--- src/include/xpt_defines.svh ---
/* widths and step numbers of the call/return sequencer
   step numbers count from 1, step 0 is the idle value of XPT */
`ifndef XPT_DEFINES_SVH
`define XPT_DEFINES_SVH

// step counter width, enough for the 9 steps of CALL
`define XPT_WIDTH 4

// memory bus
`define ADDR_WIDTH 16
`define DATA_WIDTH 8

// last timing step of each instruction
`define CALL_LAST_STEP 9
`define RET_LAST_STEP 2

`endif
--- src/hdl/xpt_pkg.sv ---
/* types shared by the call/return sequencer
   widths come from xpt_defines.svh, so the include directory must be on the search path */
package xpt_pkg;

`include "xpt_defines.svh"

    // instructions the unit can run, OP_NONE doubles as the idle marker
    typedef enum logic [1:0] {
        OP_NONE = 2'd0,
        OP_CALL = 2'd1,
        OP_RET  = 2'd2
    } op_kind_t;

    typedef logic [`XPT_WIDTH-1:0]  xpt_t;  // timing step number
    typedef logic [`ADDR_WIDTH-1:0] addr_t; // address, PC or SP
    typedef logic [`DATA_WIDTH-1:0] data_t; // one memory byte

endpackage

--- src/hdl/call_unit_top.sv ---
/* CALL nn / RET sequencer, opcode fetch and decode happen outside
   memory must answer reads in the same cycle as the address */
`timescale 1ns/1ps

module call_unit_top import xpt_pkg::*; (
    input  logic     clk,
    input  logic     rst_n,
    input  logic     load_regs,
    input  addr_t    pc_init,
    input  addr_t    sp_init,
    input  logic     op_start,
    input  op_kind_t op_code,
    input  data_t    mem_rdata,
    output logic     done,
    output logic     busy,
    output addr_t    pc,
    output addr_t    sp,
    output addr_t    mem_addr,
    output data_t    mem_wdata,
    output logic     mem_rd,
    output logic     mem_wr
);

    xpt_t     xpt;
    op_kind_t active_op;
    logic     call_last;
    logic     ret_last;

    logic read_operand_low;
    logic read_operand_high;
    logic dec_sp;
    logic addr_sel_sp;
    logic data_sel_pc_high;
    logic data_sel_pc_low;
    logic write_phase_w0;
    logic write_phase_w1;
    logic write_phase_w2;
    logic load_pc_operand;
    logic pop_pc_low;
    logic pop_pc_high;

    xpt_counter u_xpt_counter (
        .clk       (clk),
        .rst_n     (rst_n),
        .op_start  (op_start),
        .op_code   (op_code),
        .call_last (call_last),
        .ret_last  (ret_last),
        .xpt       (xpt),
        .active_op (active_op),
        .busy      (busy),
        .done      (done)
    );

    call_step_decoder u_call_step_decoder (
        .active_op         (active_op),
        .xpt               (xpt),
        .read_operand_low  (read_operand_low),
        .read_operand_high (read_operand_high),
        .dec_sp            (dec_sp),
        .addr_sel_sp       (addr_sel_sp),
        .data_sel_pc_high  (data_sel_pc_high),
        .data_sel_pc_low   (data_sel_pc_low),
        .write_phase_w0    (write_phase_w0),
        .write_phase_w1    (write_phase_w1),
        .write_phase_w2    (write_phase_w2),
        .load_pc_operand   (load_pc_operand),
        .call_last         (call_last)
    );

    ret_step_decoder u_ret_step_decoder (
        .active_op   (active_op),
        .xpt         (xpt),
        .pop_pc_low  (pop_pc_low),
        .pop_pc_high (pop_pc_high),
        .ret_last    (ret_last)
    );

    pc_sp_regs u_pc_sp_regs (
        .clk               (clk),
        .rst_n             (rst_n),
        .load_regs         (load_regs),
        .pc_init           (pc_init),
        .sp_init           (sp_init),
        .read_operand_low  (read_operand_low),
        .read_operand_high (read_operand_high),
        .dec_sp            (dec_sp),
        .addr_sel_sp       (addr_sel_sp),
        .data_sel_pc_high  (data_sel_pc_high),
        .data_sel_pc_low   (data_sel_pc_low),
        .write_phase_w0    (write_phase_w0),
        .write_phase_w1    (write_phase_w1),
        .write_phase_w2    (write_phase_w2),
        .load_pc_operand   (load_pc_operand),
        .pop_pc_low        (pop_pc_low),
        .pop_pc_high       (pop_pc_high),
        .mem_rdata         (mem_rdata),
        .pc                (pc),
        .sp                (sp),
        .mem_addr          (mem_addr),
        .mem_wdata         (mem_wdata),
        .mem_rd            (mem_rd),
        .mem_wr            (mem_wr)
    );

endmodule

--- src/hdl/pc_sp_regs.sv ---
/* PC, SP and operand registers with the memory bus drive
   reads are combinational, load_regs is honoured only while no step strobe is active */
`timescale 1ns/1ps

module pc_sp_regs import xpt_pkg::*; (
    input  logic  clk,
    input  logic  rst_n,
    input  logic  load_regs,
    input  addr_t pc_init,
    input  addr_t sp_init,
    input  logic  read_operand_low,
    input  logic  read_operand_high,
    input  logic  dec_sp,
    input  logic  addr_sel_sp,
    input  logic  data_sel_pc_high,
    input  logic  data_sel_pc_low,
    input  logic  write_phase_w0,
    input  logic  write_phase_w1,
    input  logic  write_phase_w2,
    input  logic  load_pc_operand,
    input  logic  pop_pc_low,
    input  logic  pop_pc_high,
    input  data_t mem_rdata,
    output addr_t pc,
    output addr_t sp,
    output addr_t mem_addr,
    output data_t mem_wdata,
    output logic  mem_rd,
    output logic  mem_wr
);

    data_t operand_low;
    data_t operand_high;
    logic  in_step;
    logic  wr_window;
    logic  pop_step;

    assign pop_step = pop_pc_low | pop_pc_high;

    // every CALL and RET step raises at least one of these
    assign in_step = read_operand_low | read_operand_high | dec_sp | addr_sel_sp | pop_step;

    assign wr_window = write_phase_w0 | write_phase_w1 | write_phase_w2;

    assign mem_addr = (addr_sel_sp | pop_step) ? sp : pc;
    assign mem_rd   = read_operand_low | read_operand_high | pop_step;
    assign mem_wr   = write_phase_w1; // W0 and W2 keep address and data steady around it

    always_comb begin
        mem_wdata = '0;
        if (wr_window) begin
            if (data_sel_pc_high) begin
                mem_wdata = pc[15:8];
            end else if (data_sel_pc_low) begin
                mem_wdata = pc[7:0];
            end
        end
    end

    always_ff @(posedge clk) begin
        if (!rst_n) begin
            pc <= '0;
        end else if (read_operand_low | read_operand_high) begin
            pc <= pc + 1'b1; // walk over the two target bytes
        end else if (load_pc_operand) begin
            pc <= {operand_high, operand_low};
        end else if (pop_pc_low) begin
            pc[7:0] <= mem_rdata;
        end else if (pop_pc_high) begin
            pc[15:8] <= mem_rdata;
        end else if (load_regs && !in_step) begin
            pc <= pc_init;
        end
    end

    always_ff @(posedge clk) begin
        if (!rst_n) begin
            sp <= '0;
        end else if (dec_sp) begin
            sp <= sp - 1'b1;
        end else if (pop_step) begin
            sp <= sp + 1'b1;
        end else if (load_regs && !in_step) begin
            sp <= sp_init;
        end
    end

    // call target, consumed at the last CALL step
    always_ff @(posedge clk) begin
        if (read_operand_low) begin
            operand_low <= mem_rdata;
        end
        if (read_operand_high) begin
            operand_high <= mem_rdata;
        end
    end

endmodule

--- src/hdl/ret_step_decoder.sv ---
/* step decoder of RET, active only while OP_RET runs
   pops PC low byte first */
`timescale 1ns/1ps

`include "xpt_defines.svh"

module ret_step_decoder import xpt_pkg::*; (
    input  op_kind_t active_op,
    input  xpt_t     xpt,
    output logic     pop_pc_low,
    output logic     pop_pc_high,
    output logic     ret_last
);

    logic                     ret_en;
    logic [2**`XPT_WIDTH-1:0] step;

    assign ret_en = (active_op == OP_RET);

    always_comb begin
        step = '0;
        if (ret_en) begin
            step[xpt] = 1'b1;
        end
    end

    assign pop_pc_low  = step[1];
    assign pop_pc_high = step[`RET_LAST_STEP];
    assign ret_last    = step[`RET_LAST_STEP]; // the high byte pop ends RET

endmodule

--- src/hdl/call_step_decoder.sv ---
/* step decoder of CALL nn, active only while OP_CALL runs
   steps 4 to 6 push PC high, steps 7 to 9 push PC low, each as a W0/W1/W2 write */
`timescale 1ns/1ps

`include "xpt_defines.svh"

module call_step_decoder import xpt_pkg::*; (
    input  op_kind_t active_op,
    input  xpt_t     xpt,
    output logic     read_operand_low,
    output logic     read_operand_high,
    output logic     dec_sp,
    output logic     addr_sel_sp,
    output logic     data_sel_pc_high,
    output logic     data_sel_pc_low,
    output logic     write_phase_w0,
    output logic     write_phase_w1,
    output logic     write_phase_w2,
    output logic     load_pc_operand,
    output logic     call_last
);

    logic                        call_en;
    logic [2**`XPT_WIDTH-1:0]    step;

    assign call_en = (active_op == OP_CALL);

    // one-hot view of the current step, all zero when another opcode runs
    always_comb begin
        step = '0;
        if (call_en) begin
            step[xpt] = 1'b1;
        end
    end

    // operand fetch from the bytes after the opcode
    assign read_operand_low  = step[1];
    assign read_operand_high = step[2];

    // pre-decrement before the first push, again between the two pushes
    assign dec_sp = step[3] | step[6];

    // SP addresses memory for the whole push phase
    assign addr_sel_sp = step[4] | step[5] | step[6] | step[7] | step[8] | step[9];

    assign data_sel_pc_high = step[4] | step[5] | step[6];
    assign data_sel_pc_low  = step[7] | step[8] | step[9];

    assign write_phase_w0 = step[4] | step[7]; // setup
    assign write_phase_w1 = step[5] | step[8]; // the actual write
    assign write_phase_w2 = step[6] | step[9]; // hold

    // the jump and the end of the instruction share the final step
    assign load_pc_operand = step[`CALL_LAST_STEP];
    assign call_last       = step[`CALL_LAST_STEP];

endmodule

--- src/hdl/xpt_counter.sv ---
/* steps XPT from 1 each cycle until a decoder flags the last step
   a start while busy or with OP_NONE is dropped */
`timescale 1ns/1ps

module xpt_counter import xpt_pkg::*; (
    input  logic     clk,
    input  logic     rst_n,
    input  logic     op_start,
    input  op_kind_t op_code,
    input  logic     call_last,
    input  logic     ret_last,
    output xpt_t     xpt,
    output op_kind_t active_op,
    output logic     busy,
    output logic     done
);

    logic step_last;
    logic start_ok;

    assign busy      = (active_op != OP_NONE);
    assign step_last = call_last | ret_last;

    // only an idle unit takes a real instruction
    assign start_ok = op_start && !busy && (op_code != OP_NONE);

    always_ff @(posedge clk) begin
        if (!rst_n) begin
            xpt       <= '0;
            active_op <= OP_NONE;
        end else if (start_ok) begin
            xpt       <= xpt_t'(1);
            active_op <= op_code;
        end else if (busy) begin
            if (step_last) begin
                xpt       <= '0; // back to idle at the end of the last step
                active_op <= OP_NONE;
            end else begin
                xpt <= xpt + 1'b1;
            end
        end
    end

    // done lands in the first idle cycle
    always_ff @(posedge clk) begin
        if (!rst_n) begin
            done <= 1'b0;
        end else begin
            done <= busy & step_last;
        end
    end

endmodule

--- config.mk ---
export PLATFORM = sky130hd
export DESIGN_NAME = call_unit_top
export DESIGN_NICKNAME = d
export VERILOG_FILES = /design/src/hdl/xpt_pkg.sv /design/src/hdl/call_unit_top.sv /design/src/hdl/pc_sp_regs.sv /design/src/hdl/ret_step_decoder.sv /design/src/hdl/call_step_decoder.sv /design/src/hdl/xpt_counter.sv
export VERILOG_INCLUDE_DIRS = /design/src /design/src/include
export SDC_FILE = /design/constraint.sdc
export NUM_CORES = 1
export LEC_CHECK = 0
export ABC_AREA = 1
export BUFFER_PORTS_ARGS = -buffer_cell sky130_fd_sc_hd__buf_2
export CORE_MARGIN = 1
export CORE_UTILIZATION = 60
export CTS_BUF_LIST = sky130_fd_sc_hd__clkbuf_8
export DETAILED_ROUTE_END_ITERATION = 12
export GPL_ROUTABILITY_DRIVEN = 0
export PLACE_DENSITY = 0.89
export RECOVER_POWER = 50
export REMOVE_ABC_BUFFERS = 1
export SYNTH_ARGS = -nofsm -noshare
export SYNTH_HDL_FRONTEND = slang
export SYNTH_SLANG_ARGS = --single-unit
--- constraint.sdc ---
create_clock -name clk -period 3.6 [get_ports clk]
set_input_delay 0.72 -clock clk [delete_from_list [all_inputs] [get_ports clk]]
set_output_delay 0.72 -clock clk [all_outputs]
set_load 0.03 [all_outputs]
==> run metrics <==
largest net degree at the start of global routing=33; CP Capture Point=mem_wdata[6]; Layout area overhead=13.2%; FF-to-FF Start=u_xpt_counter.xpt[0]; CTS H-tree depth=2; final instance area=just under 5000 µm²; Iter 0 DRT Violations=about 640; CP top delay family=simple AND/OR/NAND/NOR gates; Final period util=between 90% and 100%; Logic pwr share=33.8%; final net count=812; status=finished clean; setup TNS=0 ps; required time of the critical path=approximately 2900 ps; largest area contributor in the netlist=dfxtp_1; final wirelength=approximately 13 mm; Pint=approximately 1000 µW; CTS Buffer Depth=2; Buffers & Inverters on Critical Path=3; GRT Total Usage=35.4%; Num CTS Buffers=5; DP Wirelength=9.51 mm; clock skew=around 16 ps; Sw Share=43.1%; FILL cells=624; I/O pin count=106; total gr overflow=0; RSZ-0062 raised after global routing=no; post_cts resized=0; Tmin final=approximately 3400 ps; Post-synth top cells=nand2_1 (177), nor2_1 (99), nand3_1 (66); worst-skew pair later-pin latency=approximately 330 ps; Antenna Cells=0; Crit-path slowest cell=ha_1; leading post-synthesis cells by cell area=dfxtp_1 (18%), nand2_1 (16%), edfxtp_1 (11%); Post-synth EDFFs=16; Critical path origin=u_xpt_counter.xpt[0]; area fraction of the dominant cell type after synthesis=18.4%; Area after DPL=4760 µm²; DR pass1 iterations=6; Num Clock Sinks=55; top_reg_cell synth=dfxtp_1; Max Freq=~300 MHz; Crit path depth=8; ys async rst share=0%; Register-to-Register Path Depth=9; Worst IR Drop VDD=183 µV; post-CTS setup buffers=0; Initial Util=62.2%; Root Buffer=clkbuf_8; vias in the first global route=between 4k and 5k; Syn Area/Cell=~6.3 µm²; clock share of power=between 20% and 30%; Synth cell types=38; crit path max fanout=12; slew at the pin closest to its max-slew limit=1300 ps; cells along the critical path=inv_1 > ha_1 > nand3_1 > nand2_1 > clkinv_1 > nand2_1 > o22ai_1 > buf_2; crit end category=primary output; CTS Hold Bufs=0; Clk pin slew, worst setup/hold paths=100 ps; DIE WIDTH=around 86 µm; DRC errors left=0; Via density=a little under 6; Final Hold Viols=0; FF-to-FF End=u_pc_sp_regs.sp[9]; CP arrival=roughly 2700 ps; CTS tree=built; antenna viol nets, final=0; Mapped Cells=672; most instantiated library cell after synthesis=nand2_1; Synth Register Bits=55; reg-to-reg setup timing slack=just over 800 ps; P_sw=between 700 and 800 µW; yosys warns=0; core area=around 7000 µm²; layout cells sized above 1=about an eighth; synthesized cell area=4250 µm²; Vert. Die Dim=roughly 86 µm; Reg power frac=roughly 45%; Hold Crit Class=reg -> reg; Critical Path Max Stage Delay=about 510 ps; IO Port Bufs=roughly 110; first-pass GRT wire length=between 20 and 25 mm; Rel. slew slack=between 10% and 20%; post-synthesis sequential area ratio=29.7%; critical path class=reg -> out; vias=around 5k; initial antenna violation count=0; Pwr per Cell Area=~370 nW/µm²; Final Setup Violations=0; die area=roughly 7400 µm²; max-cap violations=0; Most common cell on crit path=nand2_1; CP Launch Type=flop; leak pwr=roughly 0.0021 µW; row count=30; per-cell routed wire length=between 15 and 20 µm; Slew Limit Fails=0
[worst min path at each step]
stage | start | to | cells past startpoint
6_report | u_xpt_counter.xpt[2] | u_xpt_counter.xpt[2] | 2
5_1_grt | u_pc_sp_regs.pc[14] | u_pc_sp_regs.pc[14] | 2
4_1_cts | u_pc_sp_regs.pc[14] | u_pc_sp_regs.pc[14] | 2
3_5_place_dp | u_xpt_counter.xpt[2] | u_xpt_counter.xpt[2] | 2
3_3_place_gp | u_xpt_counter.xpt[2] | u_xpt_counter.xpt[2] | 2
2_1_floorplan | u_xpt_counter.xpt[2] | u_xpt_counter.xpt[2] | 2
[through the flow]
step | instances | util (%) | setup WS (ps) | power (µW) | hold WS, ps
5_1_grt | 856 | 70.4 | 1.85 | 1850 | 579
2_1_floorplan | 646 | - | 337 | 1180 | 492
4_1_cts | 856 | 71.1 | 271 | 1760 | 555
3_5_place_dp | 848 | 69.7 | 630 | 1380 | 538
6_report | 856 | 70.4 | 205 | 1760 | 551
3_3_place_gp | 848 | 69.7 | 719 | 1370 | 515
[final cells by class]
type	instances	area (µm²)	area share, %
clock inverter	3	27.5	0.573
timing repair buffer	106	480	9.99
multi-input combinational	535	2640	54.9
tap	96	120	2.50
sequential	55	1260	26.2
clock buffer	5	68.8	1.43
inverter	56	210	4.37
[logic make-up (layout without fill, tap and decap cells)]
kind of cell	count (synthesis)	after routing	synth area share [%]
and+or+nand+nor	392	392	40.7
AOI/OAI and AO/OA	119	119	15.8
buffers and inverters	82	170	8.19
DFF	55	55	29.7
xor gates and xnor gates	15	15	3.09
adders and majority gates	7	7	2.06
muxes	2	2	0.471
[cells in the final DEF, fill, tap and decap left out, drive strengths merged]
master and instances:
and2 1, clkinvlp 1, a31oi 1, o22ai 8, edfxtp 16, dfxtp 39
o221ai 1, a211oi 1, nand2 183, inv 56, nor2 104, nand4 16
nor3 11, or2 3, ha 7, mux2i 2, nand3b 4, nand3 69
o21ai 62, buf 64, o211ai 9, clkinv 2, clkbuf 47, xor2 15
and3 1, a21oi 37
[worst reg2reg max path, delay by kind of cell, from the launching register on]
kind,cells,cell delay [ps]
flops,1,430
buf+inv,3,630
compound gates,1,530
simple gates,4,730
fa+ha+maj,1,400
[flip-flops by register name (all words and copies together), names as in the netlist]
register	flops
u_pc_sp_regs.operand_high	8
u_pc_sp_regs.pc	16
u_xpt_counter.done	1
u_pc_sp_regs.operand_low	8
u_xpt_counter.xpt	4
u_xpt_counter.active_op	2
u_pc_sp_regs.sp	16
[power groups by stage]
stage / logic [µW] / registers (µW) / clock network, µW
after floorplan: 345 / 840 / 0
after global placement: 579 / 787 / 0
after detailed placement: 592 / 789 / 0
after CTS: 596 / 775 / 385
after global routing: 650 / 787 / 411
final: 593 / 782 / 383
[per-layer routing]
layer | routed length [µm] | GRT usage (%)
met1 | 5280 | 48.1
met2 | 5790 | 55.6
met3 | 1550 | 7.51
met4 | 318 | 12.4
met5 | 0 | 0
(Power assumes the default switching activity.)
